`src/mips_pkg.sv`:
```
`default_nettype none

package mips_pkg;

    typedef logic [31:0] word_t;
    typedef logic [4:0]  reg_idx_t;

    localparam word_t RESET_PC_DEFAULT = 32'hbfc0_0000;

    // ------------------------------
    // instruction encodings
    // ------------------------------
    typedef enum logic [5:0] {
        OP_SPECIAL = 6'h00,
        OP_ADDIU   = 6'h09,
        OP_LUI     = 6'h0f,
        OP_LW      = 6'h23,
        OP_SW      = 6'h2b
    } opcode_e;

    typedef enum logic [5:0] {
        F_ADDU = 6'h21,
        F_SUBU = 6'h23,
        F_AND  = 6'h24,
        F_OR   = 6'h25,
        F_XOR  = 6'h26,
        F_SLT  = 6'h2a,
        F_SLTU = 6'h2b
    } funct_e;

    typedef enum logic [3:0] {
        ALU_ADD,
        ALU_SUB,
        ALU_AND,
        ALU_OR,
        ALU_XOR,
        ALU_SLT,
        ALU_SLTU,
        ALU_LUI
    } alu_op_e;

    // one instruction word, seen as R-type or as I-type
    typedef union packed {
        struct packed {
            opcode_e  opcode;
            reg_idx_t rs;
            reg_idx_t rt;
            reg_idx_t rd;
            logic [4:0] shamt;
            funct_e   funct;
        } r;
        struct packed {
            opcode_e     opcode;
            reg_idx_t    rs;
            reg_idx_t    rt;
            logic [15:0] imm;
        } i;
    } instr_u;

    // ------------------------------
    // stage boundaries
    // ------------------------------
    typedef struct packed {
        word_t pc;
        word_t inst;
    } if_id_t;

    typedef struct packed {
        word_t    pc;
        alu_op_e  alu_op;
        word_t    operand_a;
        word_t    operand_b;
        word_t    store_data;
        reg_idx_t dest;
        logic     reg_write;
        logic     mem_read;
        logic     mem_write;
    } id_ex_t;

    typedef struct packed {
        word_t    pc;
        word_t    alu_result;
        word_t    store_data;
        reg_idx_t dest;
        logic     reg_write;
        logic     mem_read;
        logic     mem_write;
    } ex_mem_t;

    typedef struct packed {
        word_t    pc;
        word_t    result;
        reg_idx_t dest;
        logic     reg_write;
        logic     mem_read;
    } mem_wb_t;

    // write still in flight, seen by the decode interlock
    typedef struct packed {
        logic     valid;
        reg_idx_t dest;
        logic     reg_write;
    } pending_t;

endpackage

`default_nettype wire

```
`src/fetch_stage.sv`:
```
`timescale 1ns/1ps
`default_nettype none

module fetch_stage #(
    parameter mips_pkg::word_t RESET_PC = mips_pkg::RESET_PC_DEFAULT
) (
    input  logic             clk,
    input  logic             reset,
    input  logic             ds_allowin,
    input  mips_pkg::word_t  inst_sram_rdata,
    output logic             fs_valid,
    output mips_pkg::if_id_t fs_to_ds,
    output logic             inst_sram_en,
    output mips_pkg::word_t  inst_sram_addr,
    output logic [3:0]       inst_sram_wen,
    output mips_pkg::word_t  inst_sram_wdata
);
    import mips_pkg::*;

    // pc of the word now coming back from the sram
    word_t fs_pc;
    logic  fs_go;

    assign fs_go = fs_valid && ds_allowin;

    // advance only when decode takes the word, otherwise read it again
    assign inst_sram_addr  = fs_go ? fs_pc + 32'd4 : fs_pc;
    assign inst_sram_en    = ~reset;
    assign inst_sram_wen   = 4'h0;
    assign inst_sram_wdata = '0;

    always_ff @(posedge clk) begin
        if (reset) begin
            fs_valid <= 1'b0;
            fs_pc    <= RESET_PC;
        end else begin
            fs_valid <= 1'b1;
            fs_pc    <= inst_sram_addr;
        end
    end

    assign fs_to_ds.pc   = fs_pc;
    assign fs_to_ds.inst = inst_sram_rdata;

endmodule

`default_nettype wire

```
`src/decode_stage.sv`:
```
`timescale 1ns/1ps
`default_nettype none

module decode_stage (
    input  logic               clk,
    input  logic               reset,
    input  logic               fs_valid,
    input  mips_pkg::if_id_t   fs_to_ds,
    input  logic               es_allowin,
    input  mips_pkg::pending_t es_pending,
    input  mips_pkg::pending_t ms_pending,
    input  mips_pkg::pending_t ws_pending,
    input  mips_pkg::word_t    rf_rdata1,
    input  mips_pkg::word_t    rf_rdata2,
    output logic               ds_allowin,
    output logic               ds_valid,
    output mips_pkg::id_ex_t   ds_to_es,
    output mips_pkg::reg_idx_t rf_raddr1,
    output mips_pkg::reg_idx_t rf_raddr2
);
    import mips_pkg::*;

    if_id_t   ds_reg;
    logic     ds_full;
    instr_u   inst;
    word_t    imm_sext;
    word_t    imm_zext;
    alu_op_e  alu_op;
    word_t    operand_b;
    reg_idx_t dest;
    logic     reg_write, mem_read, mem_write;
    logic     use_rs, use_rt;
    logic     hazard;

    // true when an older stage will still write src
    function automatic logic pending_hit(pending_t p, reg_idx_t src);
        return p.valid && p.reg_write && (src != 5'd0) && (p.dest == src);
    endfunction

    always_ff @(posedge clk) begin
        if (reset) begin
            ds_full <= 1'b0;
        end else if (ds_allowin) begin
            ds_full <= fs_valid;
        end
        if (fs_valid && ds_allowin) begin
            ds_reg <= fs_to_ds;
        end
    end

    assign inst     = ds_reg.inst;
    assign imm_sext = {{16{inst.i.imm[15]}}, inst.i.imm};
    assign imm_zext = {16'h0000, inst.i.imm};

    assign rf_raddr1 = inst.r.rs;
    assign rf_raddr2 = inst.r.rt;

    // ------------------------------
    // control decode
    // ------------------------------
    always_comb begin
        alu_op    = ALU_ADD;
        operand_b = rf_rdata2;
        dest      = inst.i.rt;
        reg_write = 1'b0;
        mem_read  = 1'b0;
        mem_write = 1'b0;
        use_rs    = 1'b0;
        use_rt    = 1'b0;
        case (inst.i.opcode)
            OP_SPECIAL: begin
                dest      = inst.r.rd;
                use_rs    = 1'b1;
                use_rt    = 1'b1;
                reg_write = 1'b1;
                case (inst.r.funct)
                    F_ADDU:  alu_op = ALU_ADD;
                    F_SUBU:  alu_op = ALU_SUB;
                    F_AND:   alu_op = ALU_AND;
                    F_OR:    alu_op = ALU_OR;
                    F_XOR:   alu_op = ALU_XOR;
                    F_SLT:   alu_op = ALU_SLT;
                    F_SLTU:  alu_op = ALU_SLTU;
                    // unknown funct retires as a nop
                    default: reg_write = 1'b0;
                endcase
            end
            OP_ADDIU: begin
                operand_b = imm_sext;
                use_rs    = 1'b1;
                reg_write = 1'b1;
            end
            OP_LUI: begin
                alu_op    = ALU_LUI;
                operand_b = imm_zext;
                reg_write = 1'b1;
            end
            OP_LW: begin
                operand_b = imm_sext;
                use_rs    = 1'b1;
                reg_write = 1'b1;
                mem_read  = 1'b1;
            end
            OP_SW: begin
                operand_b = imm_sext;
                use_rs    = 1'b1;
                use_rt    = 1'b1;
                mem_write = 1'b1;
            end
            default: ;
        endcase
    end

    // ------------------------------
    // raw interlock, no forwarding
    // ------------------------------
    assign hazard = (use_rs && (pending_hit(es_pending, inst.r.rs)
                             || pending_hit(ms_pending, inst.r.rs)
                             || pending_hit(ws_pending, inst.r.rs)))
                 || (use_rt && (pending_hit(es_pending, inst.r.rt)
                             || pending_hit(ms_pending, inst.r.rt)
                             || pending_hit(ws_pending, inst.r.rt)));

    assign ds_valid   = ds_full && !hazard;
    assign ds_allowin = !ds_full || (!hazard && es_allowin);

    assign ds_to_es = '{
        pc:         ds_reg.pc,
        alu_op:     alu_op,
        operand_a:  rf_rdata1,
        operand_b:  operand_b,
        store_data: rf_rdata2,
        dest:       dest,
        reg_write:  reg_write,
        mem_read:   mem_read,
        mem_write:  mem_write
    };

endmodule

`default_nettype wire

```
`src/reg_file.sv`:
```
`timescale 1ns/1ps
`default_nettype none

module reg_file (
    input  logic               clk,
    input  mips_pkg::reg_idx_t raddr1,
    input  mips_pkg::reg_idx_t raddr2,
    input  logic               we,
    input  mips_pkg::reg_idx_t waddr,
    input  mips_pkg::word_t    wdata,
    output mips_pkg::word_t    rdata1,
    output mips_pkg::word_t    rdata2
);
    import mips_pkg::*;

    word_t regs [32];

    always_ff @(posedge clk) begin
        if (we && waddr != 5'd0) begin
            regs[waddr] <= wdata;
        end
    end

    // $zero always reads back as 0
    assign rdata1 = (raddr1 == 5'd0) ? '0 : regs[raddr1];
    assign rdata2 = (raddr2 == 5'd0) ? '0 : regs[raddr2];

endmodule

`default_nettype wire

```
`src/execute_stage.sv`:
```
`timescale 1ns/1ps
`default_nettype none

module execute_stage (
    input  logic               clk,
    input  logic               reset,
    input  logic               ds_valid,
    input  mips_pkg::id_ex_t   ds_to_es,
    input  logic               ms_allowin,
    output logic               es_allowin,
    output logic               es_valid,
    output mips_pkg::ex_mem_t  es_to_ms,
    output mips_pkg::pending_t es_pending
);
    import mips_pkg::*;

    id_ex_t es_reg;
    word_t  alu_result;

    // single-cycle alu, so ready whenever full
    assign es_allowin = !es_valid || ms_allowin;

    always_ff @(posedge clk) begin
        if (reset) begin
            es_valid <= 1'b0;
        end else if (es_allowin) begin
            es_valid <= ds_valid;
        end
        if (ds_valid && es_allowin) begin
            es_reg <= ds_to_es;
        end
    end

    // ------------------------------
    // alu
    // ------------------------------
    always_comb begin
        case (es_reg.alu_op)
            ALU_ADD:  alu_result = es_reg.operand_a + es_reg.operand_b;
            ALU_SUB:  alu_result = es_reg.operand_a - es_reg.operand_b;
            ALU_AND:  alu_result = es_reg.operand_a & es_reg.operand_b;
            ALU_OR:   alu_result = es_reg.operand_a | es_reg.operand_b;
            ALU_XOR:  alu_result = es_reg.operand_a ^ es_reg.operand_b;
            ALU_SLT:  alu_result = {31'd0, $signed(es_reg.operand_a) < $signed(es_reg.operand_b)};
            ALU_SLTU: alu_result = {31'd0, es_reg.operand_a < es_reg.operand_b};
            ALU_LUI:  alu_result = {es_reg.operand_b[15:0], 16'h0000};
            default:  alu_result = '0;
        endcase
    end

    // lw/sw: the add result is the byte address
    assign es_to_ms = '{
        pc:         es_reg.pc,
        alu_result: alu_result,
        store_data: es_reg.store_data,
        dest:       es_reg.dest,
        reg_write:  es_reg.reg_write,
        mem_read:   es_reg.mem_read,
        mem_write:  es_reg.mem_write
    };

    assign es_pending = '{valid: es_valid, dest: es_reg.dest, reg_write: es_reg.reg_write};

endmodule

`default_nettype wire

```
`src/memory_stage.sv`:
```
`timescale 1ns/1ps
`default_nettype none

module memory_stage (
    input  logic               clk,
    input  logic               reset,
    input  logic               es_valid,
    input  mips_pkg::ex_mem_t  es_to_ms,
    input  logic               ws_allowin,
    output logic               ms_allowin,
    output logic               ms_valid,
    output mips_pkg::mem_wb_t  ms_to_ws,
    output mips_pkg::pending_t ms_pending,
    output logic               data_sram_en,
    output logic [3:0]         data_sram_wen,
    output mips_pkg::word_t    data_sram_addr,
    output mips_pkg::word_t    data_sram_wdata
);
    import mips_pkg::*;

    ex_mem_t ms_reg;

    assign ms_allowin = !ms_valid || ws_allowin;

    always_ff @(posedge clk) begin
        if (reset) begin
            ms_valid <= 1'b0;
        end else if (ms_allowin) begin
            ms_valid <= es_valid;
        end
        if (es_valid && ms_allowin) begin
            ms_reg <= es_to_ms;
        end
    end

    // word access only, load data comes back in writeback
    assign data_sram_en    = ms_valid && (ms_reg.mem_read || ms_reg.mem_write);
    assign data_sram_wen   = (ms_valid && ms_reg.mem_write) ? 4'hf : 4'h0;
    assign data_sram_addr  = ms_reg.alu_result;
    assign data_sram_wdata = ms_reg.store_data;

    assign ms_to_ws = '{
        pc:        ms_reg.pc,
        result:    ms_reg.alu_result,
        dest:      ms_reg.dest,
        reg_write: ms_reg.reg_write,
        mem_read:  ms_reg.mem_read
    };

    assign ms_pending = '{valid: ms_valid, dest: ms_reg.dest, reg_write: ms_reg.reg_write};

endmodule

`default_nettype wire

```
`src/writeback_stage.sv`:
```
`timescale 1ns/1ps
`default_nettype none

module writeback_stage (
    input  logic               clk,
    input  logic               reset,
    input  logic               ms_valid,
    input  mips_pkg::mem_wb_t  ms_to_ws,
    input  mips_pkg::word_t    data_sram_rdata,
    output logic               ws_allowin,
    output mips_pkg::pending_t ws_pending,
    output logic               rf_we,
    output mips_pkg::reg_idx_t rf_waddr,
    output mips_pkg::word_t    rf_wdata,
    output mips_pkg::word_t    debug_wb_pc,
    output logic [3:0]         debug_wb_rf_wen,
    output mips_pkg::reg_idx_t debug_wb_rf_wnum,
    output mips_pkg::word_t    debug_wb_rf_wdata
);
    import mips_pkg::*;

    mem_wb_t ws_reg;
    logic    ws_valid;

    // last stage, it retires every cycle
    assign ws_allowin = 1'b1;

    always_ff @(posedge clk) begin
        if (reset) begin
            ws_valid <= 1'b0;
        end else begin
            ws_valid <= ms_valid;
        end
        if (ms_valid) begin
            ws_reg <= ms_to_ws;
        end
    end

    assign rf_we    = ws_valid && ws_reg.reg_write && (ws_reg.dest != 5'd0);
    assign rf_waddr = ws_reg.dest;
    assign rf_wdata = ws_reg.mem_read ? data_sram_rdata : ws_reg.result;

    assign ws_pending = '{valid: ws_valid, dest: ws_reg.dest, reg_write: ws_reg.reg_write};

    // ------------------------------
    // debug trace
    // ------------------------------
    assign debug_wb_pc       = ws_reg.pc;
    assign debug_wb_rf_wen   = {4{rf_we}};
    assign debug_wb_rf_wnum  = ws_reg.dest;
    assign debug_wb_rf_wdata = rf_wdata;

endmodule

`default_nettype wire

```
`src/mips_core.sv`:
```
`timescale 1ns/1ps
`default_nettype none

module mips_core #(
    parameter mips_pkg::word_t RESET_PC = mips_pkg::RESET_PC_DEFAULT
) (
    input  logic            clk,
    input  logic            reset,

    // instruction sram
    output logic            inst_sram_en,
    output logic [3:0]      inst_sram_wen,
    output mips_pkg::word_t inst_sram_addr,
    output mips_pkg::word_t inst_sram_wdata,
    input  mips_pkg::word_t inst_sram_rdata,

    // data sram
    output logic            data_sram_en,
    output logic [3:0]      data_sram_wen,
    output mips_pkg::word_t data_sram_addr,
    output mips_pkg::word_t data_sram_wdata,
    input  mips_pkg::word_t data_sram_rdata,

    // retirement trace
    output mips_pkg::word_t    debug_wb_pc,
    output logic [3:0]         debug_wb_rf_wen,
    output mips_pkg::reg_idx_t debug_wb_rf_wnum,
    output mips_pkg::word_t    debug_wb_rf_wdata
);
    import mips_pkg::*;

    // stage handshake levels
    logic fs_valid, ds_allowin;
    logic ds_valid, es_allowin;
    logic es_valid, ms_allowin;
    logic ms_valid, ws_allowin;

    if_id_t  fs_to_ds;
    id_ex_t  ds_to_es;
    ex_mem_t es_to_ms;
    mem_wb_t ms_to_ws;

    pending_t es_pending;
    pending_t ms_pending;
    pending_t ws_pending;

    // register file ports
    reg_idx_t rf_raddr1, rf_raddr2, rf_waddr;
    word_t    rf_rdata1, rf_rdata2, rf_wdata;
    logic     rf_we;

    fetch_stage #(.RESET_PC(RESET_PC)) i_fetch_stage (.*);

    decode_stage i_decode_stage (.*);

    reg_file i_reg_file (
        .clk    (clk),
        .raddr1 (rf_raddr1),
        .raddr2 (rf_raddr2),
        .we     (rf_we),
        .waddr  (rf_waddr),
        .wdata  (rf_wdata),
        .rdata1 (rf_rdata1),
        .rdata2 (rf_rdata2)
    );

    execute_stage i_execute_stage (.*);

    memory_stage i_memory_stage (.*);

    writeback_stage i_writeback_stage (.*);

endmodule

`default_nettype wire

```
`config.mk`:
```
export PLATFORM = sky130hd
export DESIGN_NAME = mips_core
export DESIGN_NICKNAME = d
export VERILOG_FILES = /design/src/mips_pkg.sv /design/src/fetch_stage.sv /design/src/decode_stage.sv /design/src/reg_file.sv /design/src/execute_stage.sv /design/src/memory_stage.sv /design/src/writeback_stage.sv /design/src/mips_core.sv
export SDC_FILE = /design/constraint.sdc
export NUM_CORES = 2
export LEC_CHECK = 0
export ABC_AREA = 0
export BUFFER_PORTS_ARGS = -buffer_cell sky130_fd_sc_hd__buf_2
export CAP_MARGIN = 20
export CELL_PAD_IN_SITES_DETAIL_PLACEMENT = 0
export CELL_PAD_IN_SITES_GLOBAL_PLACEMENT = 1
export CORE_ASPECT_RATIO = 0.9
export CORE_MARGIN = 1
export CORE_UTILIZATION = 45
export DETAILED_ROUTE_END_ITERATION = 16
export HOLD_SLACK_MARGIN = 0.15
export PLACE_DENSITY = 0.66
export SLEW_MARGIN = 5
export SYNTH_ARGS = -nofsm -noshare
export SYNTH_HDL_FRONTEND = slang
export SYNTH_HIERARCHICAL = 1
export SYNTH_SLANG_ARGS = --single-unit
export TNS_END_PERCENT = 100
```
`constraint.sdc`:
```
create_clock -name clk -period 34.3 [get_ports clk]
set_input_delay 3.43 -clock clk [delete_from_list [all_inputs] [get_ports clk]]
set_output_delay 3.43 -clock clk [all_outputs]
set_load 0.005 [all_outputs]
```
======== After elaboration in Yosys (flattened, before gate mapping) ========
Memory sizes are Yosys's and may differ from the RTL's. A register that Yosys moved wholly into a read port is not among the register bits.
Cells that the tools add are included.
W data, S select, Z words.
storage, ports and cells
  memories ................................ 1
  RAM bits ................................ 1,024
  bits in registers ....................... 384
  word-level logic and storage cells ...... 125
  input port bits ......................... 66
memories
  name             words  width  rd ports  clocked after Yosys merged registers in  write ports  RTL line        RTL
  i_reg_file.regs  32     32     2         2                                        1            reg_file.sv:16  word_t regs [32];
cells by class
  reductions and logical operators ........ 44
  add/sub/neg operators ................... 3
  magnitude comparators ................... 2
  multiplexer cells ....................... 19
  bitwise logic cells ..................... 4
  equality and inequality tests ........... 24
operator list
  operator                 number
  $pmux W32 S8             1
  $mux W32                 3
  $lt A32 B32 Y1           2
  $pmux W32 S2             1
  $eq A6 B6 Y1 const B     9
  $add A32 B3 Y32 const B  1
  $add A32 B32 Y32         1
  $and A32 B32 Y32         1
  $or A32 B32 Y32          1
  $sub A32 B32 Y32         1
  $xor A32 B32 Y32         1
  $eq A5 B5 Y1             6
  $logic_and A1 B1 Y1      23
  $pmux W3 S6              1
  $eq A4 B3 Y1 const B     4
  $reduce_bool A5 Y1       3
  $eq A6 B4 Y1 const B     2
  $logic_not A5 Y1         2
  $mux W5                  2
  $eq A4 B2 Y1 const B     2
  $mux W1                  8
  $pmux W4 S2              1
  $logic_or A1 B1 Y1       7
  $reduce_or A7 Y1         1
  other kinds (10)         12

======== Depth between registers and ports, before layout ========
  word-level depth ........................ 11
  depth in mapped cells ................... 12
  mapped depth without buffers ............ 12

======== By module ========
The synthesis kept the hierarchy.
modules (own cells, without submodules)
  module           area an instance (um2)  cells each  instances
  reg_file         47,929.7                2,564       1
  execute_stage    10,013.4                1,013       1
  memory_stage     4,281.6                 256         1
  decode_stage     3,681.0                 282         1
  writeback_stage  3,225.6                 198         1
  fetch_stage      2,170.8                 262         1

======== Worst setup path after synthesis ========
OpenSTA, ideal clock, no wires.
  kind .................................... reg-to-reg
  start ................................... register i_memory_stage.ms_valid
  end ..................................... register i_decode_stage.ds_reg (netlist bit i_decode_stage/ds_to_es[108]), enable pin
  slack ................................... 21.647 ns
  stages on the path, launching flop included .. 6
  required time ........................... 33.474 ns
  period minus slack after synthesis ...... 12.653 ns
  library setup time ...................... 0.826 ns
  data arrival time ....................... 11.826 ns
  cell sequence ........................... dfxtp_1 > buf_4 > nand3_1 > o22a_1 > a21oi_2 > a2111oi_0
on the way
  word-level cells in the longest chain between the ends .. 10
ends and longest elaborated chain
  element                                 RTL line                                  RTL
  from (decl)                             memory_stage.sv:11                        output logic ms_valid,
  from (signal assigned)                  memory_stage.sv:29                        ms_valid <= es_valid;
  $logic_and A1 B1 Y1 (*)                 decode_stage.sv:37                        return p.valid && p.reg_write && (src != 5'd0) && (p.dest == src);
  $logic_and A1 B1 Y1 (2 in series)       decode_stage.sv:37
  $logic_or A1 B1 Y1 (on tied branches)   decode_stage.sv:118, decode_stage.sv:121
  $logic_or A1 B1 Y1 (on tied branches)   decode_stage.sv:119, decode_stage.sv:122
  $logic_and A1 B1 Y1 (on tied branches)  decode_stage.sv:117, decode_stage.sv:120
  $logic_or A1 B1 Y1 (*)                  decode_stage.sv:120                       || (use_rt && (pending_hit(es_pending, inst.r.rt)
  $logic_not A1 Y1 (*)                    decode_stage.sv:125                       assign ds_allowin = !ds_full || (!hazard && es_allowin);
  $logic_or A1 B1 Y1 (*)                  decode_stage.sv:125
  $logic_and A1 B1 Y1 (*)                 decode_stage.sv:46                        if (fs_valid && ds_allowin) begin
  to (signal assigned)                    decode_stage.sv:47                        ds_reg <= fs_to_ds;
  to (decl)                               decode_stage.sv:23                        if_id_t ds_reg;
Every way passes the cells marked *; elsewhere a longest branch is shown, timed or not.
A chain may end at the register's enable or synchronous reset.

======== Final worst setup path ========
  start ................................... register i_decode_stage.ds_reg (netlist bit i_decode_stage/inst[16])
  end ..................................... output port inst_sram_addr[20]
on the way
  word-level cells in the longest chain between the ends .. 11
ends and longest elaborated chain
  element                            RTL line             RTL
  $reduce_bool A5 Y1                 decode_stage.sv:37
  $logic_and A1 B1 Y1 (2 in series)  decode_stage.sv:37
  $logic_or A1 B1 Y1                 decode_stage.sv:121  || pending_hit(ms_pending, inst.r.rt)
  $logic_or A1 B1 Y1 (*)             decode_stage.sv:122  || pending_hit(ws_pending, inst.r.rt)));
  $logic_and A1 B1 Y1 (*)            decode_stage.sv:120
  $logic_or A1 B1 Y1 (*)             decode_stage.sv:120
  $logic_not A1 Y1 (*)               decode_stage.sv:125
  $logic_or A1 B1 Y1 (*)             decode_stage.sv:125
  net ds_allowin                     mips_core.sv:33      logic fs_valid, ds_allowin;
  $logic_and A1 B1 Y1 (*)            fetch_stage.sv:24    assign fs_go = fs_valid && ds_allowin;
  $mux W32 (*)                       fetch_stage.sv:27    assign inst_sram_addr = fs_go ? fs_pc + 32'd4 : fs_pc;
  to (decl)                          mips_core.sv:13      output mips_pkg::word_t inst_sram_addr,
The timed path passes the listed nets; every way through them passes the cells marked *.

==> impl_metrics.csv <==
group,metric,value,unit
run_status,status,"completed",
route,wirelength,228000,um
route,drt-pass1-iter-count,6,
worst_setup_path,arrival,5.32,ns
synth,async_flop_share,0,
cells_and_area,mostFrequentLayoutCell,"edfxtp_1",
sta,rsz0062_at_grt,"no",
cells_and_area,final_nets,4584,
clock_network,clkTransAtPathRegs,0.06,ns
sta,finalCritPeriodShare,0.255,
cells_and_area,final_cell_mix,"edfxtp_1, mux2i_1, mux4_2",
clock_network,insertion_delay,0.79,ns
clock_network,clk_path_buf_depth,3,
die,io-pin-count,277,
sta,tns,0,ns
route,viasPerCell,6.39,
placed_design,portBuffers,238,
global_route,grt_pass1_wl,318000,um
sta,max_freq,114,MHz
route,ant_nets,0,
worst_hold_path,hold_class,"reg -> reg",
clock_network,cts_max_level,4,
placed_design,place_congestion,0.918,
worst_setup_path,slowest_delay,0.79,ns
die,initial_core_util,0.453,
sta,final-hold-violation-count,0,
cells_and_area,final_layout_size_suffix_gt1_frac,0.243,
synth,synth_edf_count,1403,
clock_network,cts_hold_buf,0,
worst_setup_path,timing.critical_path.mode_cell,"buf_4",
synth,netlist_area,71300,um^2
cells_and_area,largest_reg_flops,1024,
synth,synth_ff_type,"edfxtp_1",
die,die_h,380,um
worst_setup_path,path_class,"reg -> out",
power,vdd_ir_drop_max,49.9,uV
clock_network,cts.repair.resized,0,
job,max-cap-violations,0,
synth,syn_area_per_cell,15.6,um^2
clock_network,cts_root_buf,"clkbuf_16",
die,die-area,160000,um^2
synth,synth_cells,4575,
power,powerDensity,50.8,nW/um^2
clock_network,cts_setup_buffers,0,
die,core-area,157000,um^2
worst_setup_path,cp.required,30.87,ns
power,p_leak,26.2,nW
sta,worstMarginPinSlew,1.29,ns
synth,ys_ff_latch,1438,
route,routedWlPerCell,34.4,um
sta,fin_skew,0.0271,ns
synth,ys_seq_area_frac,0.601,
global_route,grtUsageTotal,0.281,
route,vias,42409,
cells_and_area,final_util,0.487,
cells_and_area,area_delta_synth_final,7.40,%
synth,yosys_warnings,6,
global_route,antenna_found_initial,11,
worst_setup_path,start_kind,"flip-flop",
global_route,grt_max_degree,96,
sta,setup_violations,0,
clock_network,cts_tree,"yes",
clock_network,cts_buffers,154,
global_route,grt_pass1_vias,40986,
die,core.rowCount,138,
cells_and_area,diodes,0,
synth,synth_area_leader_cell,"edfxtp_1",
worst_setup_path,critPathMaxFanout,44,
placed_design,dp_hpwl,137000,um
clock_network,clock_sinks,1438,
worst_setup_path,slowest_stage,"or4_1",
synth,yosysTopAreaCellShare,0.591,
sta,timing.final.crit_period,8.75,ns
route,drt_iter0_drc,5426,
worst_setup_path,cp_cell_sequence,"buf_4 > buf_4 > xor2_1 > nor4_1 > nand4_1 > a31oi_2 > o31ai_1 > nand3_2 > or4_1 > or4_4 > nand2_1 > buf_2",
die,die_w,422,um
global_route,grt_overflow,0,
sta,slew-limit-headroom,0.133,
sta,whs,0.408,ns
synth,synth_cell_types,105,
worst_setup_path,cp-end-kind,"output pin",
route,drc,0,
sta,slew_violations,0,
synth,synth.area.top_cells,"edfxtp_1, mux4_2, buf_4",
==> synthesized netlist by cell type, types with 102 or more instances <==
cell      count
edfxtp_1   1403
clkbuf_1    146
mux2_2      106
ha_1        102
nor2_1      129
a21oi_1     116
mux2i_1     332
nand2_1     154
o21ai_0     113
mux4_2      298
buf_4       511
inv_1       112
==> kinds of logic (layout without fill, tap and decap cells) <==
family | after synthesis | in the layout | share of synthesized area
buf+inv | 860 | 751 | 0.0753
other cells | 4 | 74 | 0.000211
simple gates | 564 | 564 | 0.0407
mux | 806 | 806 | 0.181
fa+ha+maj | 104 | 104 | 0.0185
compound gates | 739 | 739 | 0.0767
flops | 1438 | 1438 | 0.601
xor+xnor | 60 | 60 | 0.00737
==> worst paths after layout <==
path	depth (start not counted)	start	to	slack [ns]
setup / recovery	12	i_decode_stage/inst[16]	inst_sram_addr[20]	25.55
hold / removal	0	i_memory_stage/ms_to_ws[68]	i_writeback_stage/debug_wb_pc[29]	0.41
setup reg to reg	8	i_decode_stage/inst[23]	i_execute_stage/es_reg[94]	28.95
hold reg to reg	0	i_memory_stage/ms_to_ws[68]	i_writeback_stage/debug_wb_pc[29]	0.41
==> stage by stage <==
step	power [mW]	cells	worst slack (ns)	area [um^2]
after CTS	3.91	6634	25.46	76600
after global routing	3.99	6636	25.26	76600
after global placement	2.31	6354	26.28	71700
final	3.89	6636	25.55	76600
after floorplan	2.22	4645	21.65	71600
after detailed placement	2.31	6356	26.24	71800
==> metal layers <==
| metal | share of wire | GRT usage | vias up | routed length, um |
|---|---|---|---|---|
| met5 | 0.000048 | 0 | - | 11 |
| met4 | 0.042 | 0.109 | 2 | 9690 |
| met3 | 0.095 | 0.0610 | 464 | 21600 |
| met2 | 0.46 | 0.443 | 2399 | 106000 |
| met1 | 0.40 | 0.381 | 22113 | 91200 |
| li1 | - | - | 17431 | - |
==> final cells by class <==
| type | count | area, um^2 |
|---|---|---|
| multi-input combinational | 2347 | 23700 |
| inverter | 118 | 444 |
| fill | 13230 | 80700 |
| sequential | 1438 | 42800 |
| tap | 2100 | 2630 |
| clock buffer | 209 | 4240 |
| timing repair buffer | 355 | 2130 |
| clock inverter | 69 | 564 |
==> power by group <==
part	internal, mW	switching [mW]	leakage (nW)
clock network	0.924	0.692	2.34
logic	0.114	0.204	10.8
registers	1.94	0.0152	13.0
total	2.98	0.910	26.2
==> worst max-delay path, delay by kind of cell, from the launching register on <==
kind | cells | cell delay [ns]
compound gates | 2 | 0.60
xor+xnor | 1 | 0.22
buf+inv | 3 | 1.35
flops | 1 | 0.32
simple gates | 6 | 2.02
No activity file was read; power rests on OpenSTA's default activity.
